**src/exec_pkg.sv**
```systemverilog
// Shared types and encodings for the integer execution back end
// Only the RV32I ALU subset and the MUL/MULH encodings are covered

package exec_pkg;

    ////////////////////
    // Widths
    localparam int ID_W = 4;
    localparam int XLEN = 32;

    // Default multiplier depth
    localparam int DEFAULT_MUL_STAGES = 3;

    typedef logic [ID_W-1:0] id_t;
    typedef logic [XLEN-1:0] word_t;
    typedef logic [4:0]      reg_addr_t;

    ////////////////////
    // Instruction encodings
    localparam logic [6:0] OPC_OP     = 7'b0110011;
    localparam logic [6:0] OPC_OP_IMM = 7'b0010011;

    localparam logic [6:0] F7_BASE   = 7'b0000000;
    localparam logic [6:0] F7_SUB    = 7'b0100000;
    localparam logic [6:0] F7_MULDIV = 7'b0000001;

    // funct3 values, shared by register and immediate forms
    localparam logic [2:0] F3_ADD  = 3'b000;
    localparam logic [2:0] F3_SLT  = 3'b010;
    localparam logic [2:0] F3_XOR  = 3'b100;
    localparam logic [2:0] F3_OR   = 3'b110;
    localparam logic [2:0] F3_AND  = 3'b111;
    localparam logic [2:0] F3_MUL  = 3'b000;
    localparam logic [2:0] F3_MULH = 3'b001;

    ////////////////////
    // Instruction word views
    typedef struct packed {
        logic [6:0] funct7;
        reg_addr_t  rs2;
        reg_addr_t  rs1;
        logic [2:0] funct3;
        reg_addr_t  rd;
        logic [6:0] opcode;
    } r_type_t;

    typedef struct packed {
        logic [11:0] imm;
        reg_addr_t   rs1;
        logic [2:0]  funct3;
        reg_addr_t   rd;
        logic [6:0]  opcode;
    } i_type_t;

    typedef union packed {
        r_type_t r;
        i_type_t i;
    } instr_t;

    ////////////////////
    // Operation and unit packets
    typedef struct packed {
        id_t    id;
        instr_t instr;
        word_t  rs1_val;
        word_t  rs2_val;
    } issue_op_t;

    typedef enum logic [2:0] {
        ALU_ADD,
        ALU_SUB,
        ALU_AND,
        ALU_OR,
        ALU_XOR,
        ALU_SLT
    } alu_op_e;

    typedef struct packed {
        id_t       id;
        reg_addr_t rd;
        alu_op_e   op;
        word_t     a;
        word_t     b;
    } alu_inputs_t;

    // high selects the upper half of the product
    typedef struct packed {
        id_t       id;
        reg_addr_t rd;
        logic      high;
        word_t     a;
        word_t     b;
    } mul_inputs_t;

    typedef struct packed {
        id_t       id;
        reg_addr_t rd;
        word_t     data;
    } unit_result_t;

endpackage

```
**src/alu_unit.sv**
```systemverilog
// Single-entry result register, a new op can enter in the cycle it is acked
// SLT is signed, all arithmetic wraps at 32 bits

`timescale 1ns/1ps

module alu_unit (
    input  logic                   clk,
    input  logic                   rst_n,
    input  exec_pkg::alu_inputs_t  alu_in,
    input  logic                   issue,
    input  logic                   ack,
    output logic                   ready,
    output logic                   done,
    output exec_pkg::unit_result_t result
);
    import exec_pkg::*;

    word_t alu_data;
    logic  lt;

    ////////////////////
    // Datapath
    assign lt = $signed(alu_in.a) < $signed(alu_in.b);

    always_comb begin
        case (alu_in.op)
            ALU_ADD: alu_data = alu_in.a + alu_in.b;
            ALU_SUB: alu_data = alu_in.a - alu_in.b;
            ALU_AND: alu_data = alu_in.a & alu_in.b;
            ALU_OR:  alu_data = alu_in.a | alu_in.b;
            ALU_XOR: alu_data = alu_in.a ^ alu_in.b;
            ALU_SLT: alu_data = {{(XLEN-1){1'b0}}, lt};
            default: alu_data = '0;
        endcase
    end

    ////////////////////
    // Result holding
    // Free when empty or when the arbiter takes the held result this cycle
    assign ready = ~done | ack;

    always_ff @(posedge clk or negedge rst_n) begin
        if (!rst_n) begin
            done <= 1'b0;
        end else if (issue) begin
            done <= 1'b1;
        end else if (ack) begin
            done <= 1'b0;
        end
    end

    always_ff @(posedge clk) begin
        if (issue) begin
            result <= '{id: alu_in.id, rd: alu_in.rd, data: alu_data};
        end
    end

endmodule

```
**src/decode_issue.sv**
```systemverilog
// Operand values arrive with the operation, so there is no register read here
// Words outside the ALU and MUL/MULH subset are flagged illegal and dropped

`timescale 1ns/1ps

module decode_issue (
    input  logic                  clk,
    input  logic                  rst_n,
    input  exec_pkg::issue_op_t   op,
    input  logic                  op_valid,
    output logic                  op_ready,
    output exec_pkg::alu_inputs_t alu_in,
    output logic                  alu_issue,
    input  logic                  alu_ready,
    output exec_pkg::mul_inputs_t mul_in,
    output logic                  mul_issue,
    input  logic                  mul_ready,
    output logic                  illegal,
    output exec_pkg::id_t         illegal_id
);
    import exec_pkg::*;

    instr_t  instr;
    logic    is_alu;
    logic    is_mul;
    logic    use_imm;
    logic    mul_high;
    alu_op_e alu_op;
    word_t   imm_ext;
    logic    accept;

    assign instr   = op.instr;
    assign imm_ext = {{(XLEN-12){instr.i.imm[11]}}, instr.i.imm};

    ////////////////////
    // Decode
    always_comb begin
        is_alu   = 1'b0;
        is_mul   = 1'b0;
        use_imm  = 1'b0;
        mul_high = 1'b0;
        alu_op   = ALU_ADD;
        case (instr.r.opcode)
            OPC_OP: begin
                if (instr.r.funct7 == F7_BASE) begin
                    is_alu = 1'b1;
                    case (instr.r.funct3)
                        F3_ADD:  alu_op = ALU_ADD;
                        F3_SLT:  alu_op = ALU_SLT;
                        F3_XOR:  alu_op = ALU_XOR;
                        F3_OR:   alu_op = ALU_OR;
                        F3_AND:  alu_op = ALU_AND;
                        default: is_alu = 1'b0;
                    endcase
                end else if (instr.r.funct7 == F7_SUB) begin
                    is_alu = (instr.r.funct3 == F3_ADD);
                    alu_op = ALU_SUB;
                end else if (instr.r.funct7 == F7_MULDIV) begin
                    is_mul   = (instr.r.funct3 == F3_MUL) || (instr.r.funct3 == F3_MULH);
                    mul_high = (instr.r.funct3 == F3_MULH);
                end
            end
            OPC_OP_IMM: begin
                // No SLTI or shifts in this subset
                is_alu  = 1'b1;
                use_imm = 1'b1;
                case (instr.i.funct3)
                    F3_ADD:  alu_op = ALU_ADD;
                    F3_XOR:  alu_op = ALU_XOR;
                    F3_OR:   alu_op = ALU_OR;
                    F3_AND:  alu_op = ALU_AND;
                    default: is_alu = 1'b0;
                endcase
            end
            default: ;
        endcase
    end

    ////////////////////
    // Issue handshake
    // Illegal words are always taken so they cannot block the source
    assign op_ready  = is_alu ? alu_ready : (is_mul ? mul_ready : 1'b1);
    assign accept    = op_valid & op_ready;
    assign alu_issue = accept & is_alu;
    assign mul_issue = accept & is_mul;

    assign alu_in = '{
        id: op.id,
        rd: instr.r.rd,
        op: alu_op,
        a:  op.rs1_val,
        b:  use_imm ? imm_ext : op.rs2_val
    };

    assign mul_in = '{
        id:   op.id,
        rd:   instr.r.rd,
        high: mul_high,
        a:    op.rs1_val,
        b:    op.rs2_val
    };

    ////////////////////
    // Illegal word pulse
    always_ff @(posedge clk or negedge rst_n) begin
        if (!rst_n) begin
            illegal <= 1'b0;
        end else begin
            illegal <= accept & ~is_alu & ~is_mul;
        end
    end

    always_ff @(posedge clk) begin
        if (accept & ~is_alu & ~is_mul) begin
            illegal_id <= op.id;
        end
    end

endmodule

```
**src/exec_core.sv**
```systemverilog
// Integer back end top, ops arrive with operands already read
// Results leave out of order on one port, tagged by ID

`timescale 1ns/1ps

module exec_core #(
    parameter int MUL_STAGES = exec_pkg::DEFAULT_MUL_STAGES
) (
    input  logic                   clk,
    input  logic                   rst_n,
    input  exec_pkg::issue_op_t    op,
    input  logic                   op_valid,
    output logic                   op_ready,
    output logic                   wb_valid,
    output exec_pkg::unit_result_t wb,
    output logic                   illegal,
    output exec_pkg::id_t          illegal_id
);
    import exec_pkg::*;

    ////////////////////
    // Issue side
    alu_inputs_t  alu_in;
    logic         alu_issue;
    logic         alu_ready;
    mul_inputs_t  mul_in;
    logic         mul_issue;
    logic         mul_ready;

    // Unit results
    logic         alu_done;
    logic         alu_ack;
    unit_result_t alu_result;
    logic         mul_done;
    logic         mul_ack;
    unit_result_t mul_result;

    decode_issue u_decode_issue (
        .clk        (clk),
        .rst_n      (rst_n),
        .op         (op),
        .op_valid   (op_valid),
        .op_ready   (op_ready),
        .alu_in     (alu_in),
        .alu_issue  (alu_issue),
        .alu_ready  (alu_ready),
        .mul_in     (mul_in),
        .mul_issue  (mul_issue),
        .mul_ready  (mul_ready),
        .illegal    (illegal),
        .illegal_id (illegal_id)
    );

    ////////////////////
    // Execution units
    alu_unit u_alu_unit (
        .clk    (clk),
        .rst_n  (rst_n),
        .alu_in (alu_in),
        .issue  (alu_issue),
        .ack    (alu_ack),
        .ready  (alu_ready),
        .done   (alu_done),
        .result (alu_result)
    );

    mul_unit #(
        .MUL_STAGES (MUL_STAGES)
    ) u_mul_unit (
        .clk    (clk),
        .rst_n  (rst_n),
        .mul_in (mul_in),
        .issue  (mul_issue),
        .ack    (mul_ack),
        .ready  (mul_ready),
        .done   (mul_done),
        .result (mul_result)
    );

    ////////////////////
    // Writeback
    writeback_arbiter u_writeback_arbiter (
        .clk        (clk),
        .rst_n      (rst_n),
        .alu_done   (alu_done),
        .alu_result (alu_result),
        .mul_done   (mul_done),
        .mul_result (mul_result),
        .alu_ack    (alu_ack),
        .mul_ack    (mul_ack),
        .wb_valid   (wb_valid),
        .wb         (wb)
    );

endmodule

```
**src/mul_unit.sv**
```systemverilog
// Signed 32x32 multiply, MUL_STAGES deep, one op per cycle when not stalled
// An unacked result in the last stage freezes every stage

`timescale 1ns/1ps

module mul_unit #(
    parameter int MUL_STAGES = exec_pkg::DEFAULT_MUL_STAGES
) (
    input  logic                   clk,
    input  logic                   rst_n,
    input  exec_pkg::mul_inputs_t  mul_in,
    input  logic                   issue,
    input  logic                   ack,
    output logic                   ready,
    output logic                   done,
    output exec_pkg::unit_result_t result
);
    import exec_pkg::*;

    localparam int LAST = MUL_STAGES - 1;

    // Payload that travels down the pipe with the product
    typedef struct packed {
        id_t                   id;
        reg_addr_t             rd;
        logic                  high;
        logic [2*XLEN-1:0]     prod;
    } mul_stage_t;

    logic signed [2*XLEN-1:0] product;
    mul_stage_t               new_entry;
    mul_stage_t               stage_data [MUL_STAGES];
    logic [MUL_STAGES-1:0]    stage_valid;
    logic                     advance;

    ////////////////////
    // Multiply
    // Extra stages let synthesis retime the multiplier array
    assign product = $signed(mul_in.a) * $signed(mul_in.b);

    assign new_entry = '{
        id:   mul_in.id,
        rd:   mul_in.rd,
        high: mul_in.high,
        prod: product
    };

    ////////////////////
    // Pipeline control
    assign advance = ~(stage_valid[LAST] & ~ack);
    assign ready   = advance;

    always_ff @(posedge clk or negedge rst_n) begin
        if (!rst_n) begin
            stage_valid <= '0;
        end else if (advance) begin
            stage_valid[0] <= issue;
            for (int i = 1; i < MUL_STAGES; i++) begin
                stage_valid[i] <= stage_valid[i-1];
            end
        end
    end

    always_ff @(posedge clk) begin
        if (advance) begin
            stage_data[0] <= new_entry;
            for (int i = 1; i < MUL_STAGES; i++) begin
                stage_data[i] <= stage_data[i-1];
            end
        end
    end

    ////////////////////
    // Output
    // Held stable by the freeze until acked
    assign done = stage_valid[LAST];

    assign result = '{
        id:   stage_data[LAST].id,
        rd:   stage_data[LAST].rd,
        data: stage_data[LAST].high ? stage_data[LAST].prod[2*XLEN-1:XLEN]
                                    : stage_data[LAST].prod[XLEN-1:0]
    };

endmodule

```
**src/writeback_arbiter.sv**
```systemverilog
// Fixed priority, the ALU always wins over the multiplier
// One registered result per cycle, no back-pressure on the writeback port

`timescale 1ns/1ps

module writeback_arbiter (
    input  logic                   clk,
    input  logic                   rst_n,
    input  logic                   alu_done,
    input  exec_pkg::unit_result_t alu_result,
    input  logic                   mul_done,
    input  exec_pkg::unit_result_t mul_result,
    output logic                   alu_ack,
    output logic                   mul_ack,
    output logic                   wb_valid,
    output exec_pkg::unit_result_t wb
);

    ////////////////////
    // Grant
    // Multiplier only gets the slot when the ALU has nothing waiting
    assign alu_ack = alu_done;
    assign mul_ack = mul_done & ~alu_done;

    ////////////////////
    // Writeback register
    always_ff @(posedge clk or negedge rst_n) begin
        if (!rst_n) begin
            wb_valid <= 1'b0;
        end else begin
            wb_valid <= alu_done | mul_done;
        end
    end

    always_ff @(posedge clk) begin
        if (alu_done) begin
            wb <= alu_result;
        end else if (mul_done) begin
            wb <= mul_result;
        end
    end

endmodule

```
**config.mk**
```make
export PLATFORM = sky130hd
export DESIGN_NAME = exec_core
export DESIGN_NICKNAME = d
export VERILOG_FILES = /design/src/exec_pkg.sv /design/src/alu_unit.sv /design/src/decode_issue.sv /design/src/exec_core.sv /design/src/mul_unit.sv /design/src/writeback_arbiter.sv
export SDC_FILE = /design/constraint.sdc
export NUM_CORES = 2
export LEC_CHECK = 0
export ABC_AREA = 1
export BUFFER_PORTS_ARGS = -buffer_cell sky130_fd_sc_hd__buf_4
export CAP_MARGIN = 20
export CELL_PAD_IN_SITES_DETAIL_PLACEMENT = 0
export CELL_PAD_IN_SITES_GLOBAL_PLACEMENT = 1
export CORE_ASPECT_RATIO = 1.5
export CORE_MARGIN = 10
export CORE_UTILIZATION = 40
export CTS_CLUSTER_DIAMETER = 200
export DETAILED_ROUTE_END_ITERATION = 16
export PLACE_DENSITY_LB_ADDON = 0.1
export SLEW_MARGIN = 0
export SYNTH_ARGS = -nofsm -noshare
export SYNTH_HDL_FRONTEND = slang
export SYNTH_SLANG_ARGS = --single-unit
```
**constraint.sdc**
```tcl
create_clock -name clk -period 6.7 [get_ports clk]
set_clock_uncertainty 0.1 [all_clocks]
set_input_delay 0.67 -clock clk [delete_from_list [all_inputs] [get_ports clk]]
set_output_delay 0.67 -clock clk [all_outputs]
set_load 0.01 [all_outputs]
```
==> flow_metrics.py <==
metrics = {
    "final_layout": {
        "multi_input_area_mm2": 0.0409,
        "register_area_mm2": 0.00940,
        "final_cell_mix": "inv_1, nand2_1, fa_1, buf_4, edfxtp_1",
        "layout-drive-gt1-share": 0.210,
        "syn2layout_area_growth_pct": 25.0,
        "nFillCells": 13691,
        "final_nets": 9087,
        "final_common_cell": "inv_1",
        "postLayoutCoreUtil": 0.502,
    },
    "routing": {
        "drt_iter0_markers": 2855,
        "dr.pass1.iters": 10,
        "wl_per_cell_um": 23.5,
        "routed_via_density": 4.86,
        "postRouteAntennaNets": 0,
        "routed_wl_um": 224000,
        "num_vias": 46317,
        "remaining_drc_errors": 0,
    },
    "logic_synthesis": {
        "syn_area_mm2": 0.0560,
        "synth_edf_count": 308,
        "yosys_warnings": 0,
        "synth_seq_cells": 314,
        "synth_xor_area_frac": 0.00877,
        "synth_top_family_by_area": "adder cells",
        "netlist_instances": 6983,
        "avgSynthCellArea_um2": 8.01,
        "synth-seq-area-share": 0.168,
        "synthesis.nets": 8450,
        "synth_ff_type": "edfxtp_1",
        "synth_top_area_share": 0.388,
        "muxShareOfSynthArea": 0,
        "synthSimpleGateAreaFrac": 0.190,
        "yosys.area.top_type": "fa_1",
        "synth_area_leaders": "fa_1, edfxtp_1, nand2_1",
        "synthArstFlopShare": 0.0191,
        "synth_fa_ha_area_frac": 0.450,
        "synth_cell_types": 43,
        "synth_compound_area_frac": 0.0295,
    },
    "timing": {
        "fmax_mhz": 143,
        "post-route-min-period_ns": 6.97,
        "layout_setup_ws_ns": -0.269,
        "rsz0062_at_grt": "true",
        "max_slew.worst_pin.slew_ns": 1.05,
        "finalSetupViolations": 36,
        "hold_viol": 0,
        "slew_headroom": 0.303,
        "finalMaxSlewViolations": 0,
        "min_period_over_period": 1.04,
    },
    "worst_setup_path": {
        "rrSetupSlack_ns": 4.29,
        "r2r-start": "u_alu_unit.done",
        "end_kind": "register",
        "cp.arrival_ns": 7.12,
        "crit_slowest_cell": "fa_2",
        "rr_endpoint": "u_mul_unit.stage_data[0][84]",
        "critPathMaxStageDelay_ns": 0.60,
        "rr_worst_depth": 2,
        "critPathBufInv": 10,
        "critPathLaunchType": "input port",
        "critPathMaxFanout": 4,
        "cpMostUsedCell": "fa_1",
        "required_ns": 6.85,
        "path_class": "in2reg",
        "crit_family": "adder cells",
    },
    "global_route": {
        "grt_pass1_vias": 51188,
        "grt_remaining_overflow": 0,
        "grt_pass1_wl_um": 332000,
        "antenna_found_initial": 12,
        "groute.usage.overall": 0.290,
        "grt_max_degree": 78,
    },
    "cts": {
        "worstSkewPairLatency_ns": 0.52,
        "cts_tree": "done",
        "path_clk_slew_ns": 0.06,
        "clock_path_buffers": 3,
        "cts_root_buffer": "clkbuf_16",
        "cts_buffers": 34,
        "htreeDepth": 2,
        "cts.sinks": 314,
    },
    "outcome": {
        "violations": "negative setup slack",
        "status": "finished, violations left",
    },
    "die": {
        "coreArea_mm2": 0.139,
        "dieArea_mm2": 0.156,
        "chipHeight_um": 478,
        "fp-row-count": 168,
        "io_pins": 151,
        "dieWidth_um": 325,
        "start_util": 0.401,
    },
    "place": {
        "gp_routability_congestion": 0.974,
        "dp_hpwl_um": 191000,
        "numPortBuffers": 145,
    },
    "job": {
        "maxCapViolations": 0,
    },
    "min_path": {
        "hp-start": "op[73]",
        "holdCritPathClass": "in2reg",
        "min_path_cells": 1,
        "whs_endpoint": "u_mul_unit.stage_data[0][67]",
    },
}
sequential cells by signal, summed over array words and instances, names as in the netlist:
name / flops
u_alu_unit.done: 1
u_alu_unit.result: 41
u_decode_issue.illegal: 1
u_decode_issue.illegal_id: 4
u_mul_unit.stage_data: 222
u_mul_unit.stage_valid: 3
u_writeback_arbiter.wb: 41
u_writeback_arbiter.wb_valid: 1
layer usage:
metal  track usage  part of all wire  routed length (µm)  vias up
li1              -                 -                   -    21276
met1         0.303              0.35               78300    23355
met2         0.548              0.53              119000     1168
met3        0.0230             0.032                7070      516
met4         0.197             0.089               20000        2
met5             0          0.000071                  16        -
kinds of logic (layout without fill, tap and decap cells):
group / after synthesis / count (layout)
flops: 314 / 314
compound gates: 312 / 312
other cells: 0 / 13
xor+xnor: 56 / 56
simple gates: 2664 / 2664
buf+inv: 2273 / 2933
fa+ha+maj: 1364 / 1364
worst reg2reg max path: stages, from the launching register on:
cell     delay (ns)
dfrtp_1        0.44
nand2_8        0.42
buf_4          1.01
worst max path at each step:
stage                                    to    from  slack, ns  depth (start not counted)
6_report       u_mul_unit.stage_data[0][55]   op[6]      -0.27                         27
2_1_floorplan  u_mul_unit.stage_data[0][62]  op[63]      -0.75                         28
3_5_place_dp   u_mul_unit.stage_data[0][55]   op[6]      -1.14                         29
4_1_cts        u_mul_unit.stage_data[0][54]   op[7]      -0.29                         30
5_1_grt        u_mul_unit.stage_data[0][55]   op[6]      -0.47                         29
3_3_place_gp   u_mul_unit.stage_data[0][55]   op[6]      -1.13                         29
repair_timing:
| item | CTS | global route |
|---|---|---|
| gates cloned | 7 | 0 |
| endpoints found under the setup margin | 47 | 49 |
| buffers inserted | 64 | 26 |
| gates resized for setup | 623 | 347 |
| hold buffers | 1 | 0 |
| pin swaps | 261 | 262 |
| hold endpoints to repair | 6 | 0 |
cells in the mapped netlist, types with 3 or more instances:
cell type  count
and2_1         7
inv_2          3
nor2_1       350
nand3_2        3
nand4_1       40
edfxtp_1     308
and3_1        10
xor2_1        45
buf_4          5
xnor2_1       11
buf_2         25
ha_1         280
nor4_1         5
a21o_1         4
nand3_1      211
fa_1        1084
or2_2          4
clkbuf_1     275
inv_1       1962
a21oi_1      181
o21ai_0      102
dfrtp_1        6
nand3b_1      16
o21bai_1      19
nand2_1     1981
nor2_4         3
nand2_2        4
nor3_1        21
per-stage QoR:
stage / worst slack (ns) / area (µm²) / hold WS (ns) / TNS, ns / cells
detailed placement: -1.14 / 64500 / 0.305 / -45.18 / 9366
global route: -0.466 / 69900 / 0.221 / -10.90 / 9526
global placement: -1.13 / 64500 / 0.302 / -45.88 / 9366
floorplan: -0.751 / 56500 / 0.274 / -11.74 / 6983
CTS: -0.285 / 68500 / 0.220 / -3.36 / 9493
finish: -0.269 / 69900 / 0.236 / -4.47 / 9526
final cells by class:
cell class | count | area share
Clock buffer | 38 | 0.0127
Tap cell | 1870 | 0.0335
Timing Repair Buffer | 909 | 0.126
Inverter | 1965 | 0.106
Clock inverter | 21 | 0.00247
Sequential cell | 314 | 0.134
Antenna cell | 13 | 0.000465
Multi-Input combinational cell | 4396 | 0.584
Power is left out: the tool's default activity adds up to more than one toggle a clock period on the data nets, which glitch-free logic cannot reach.
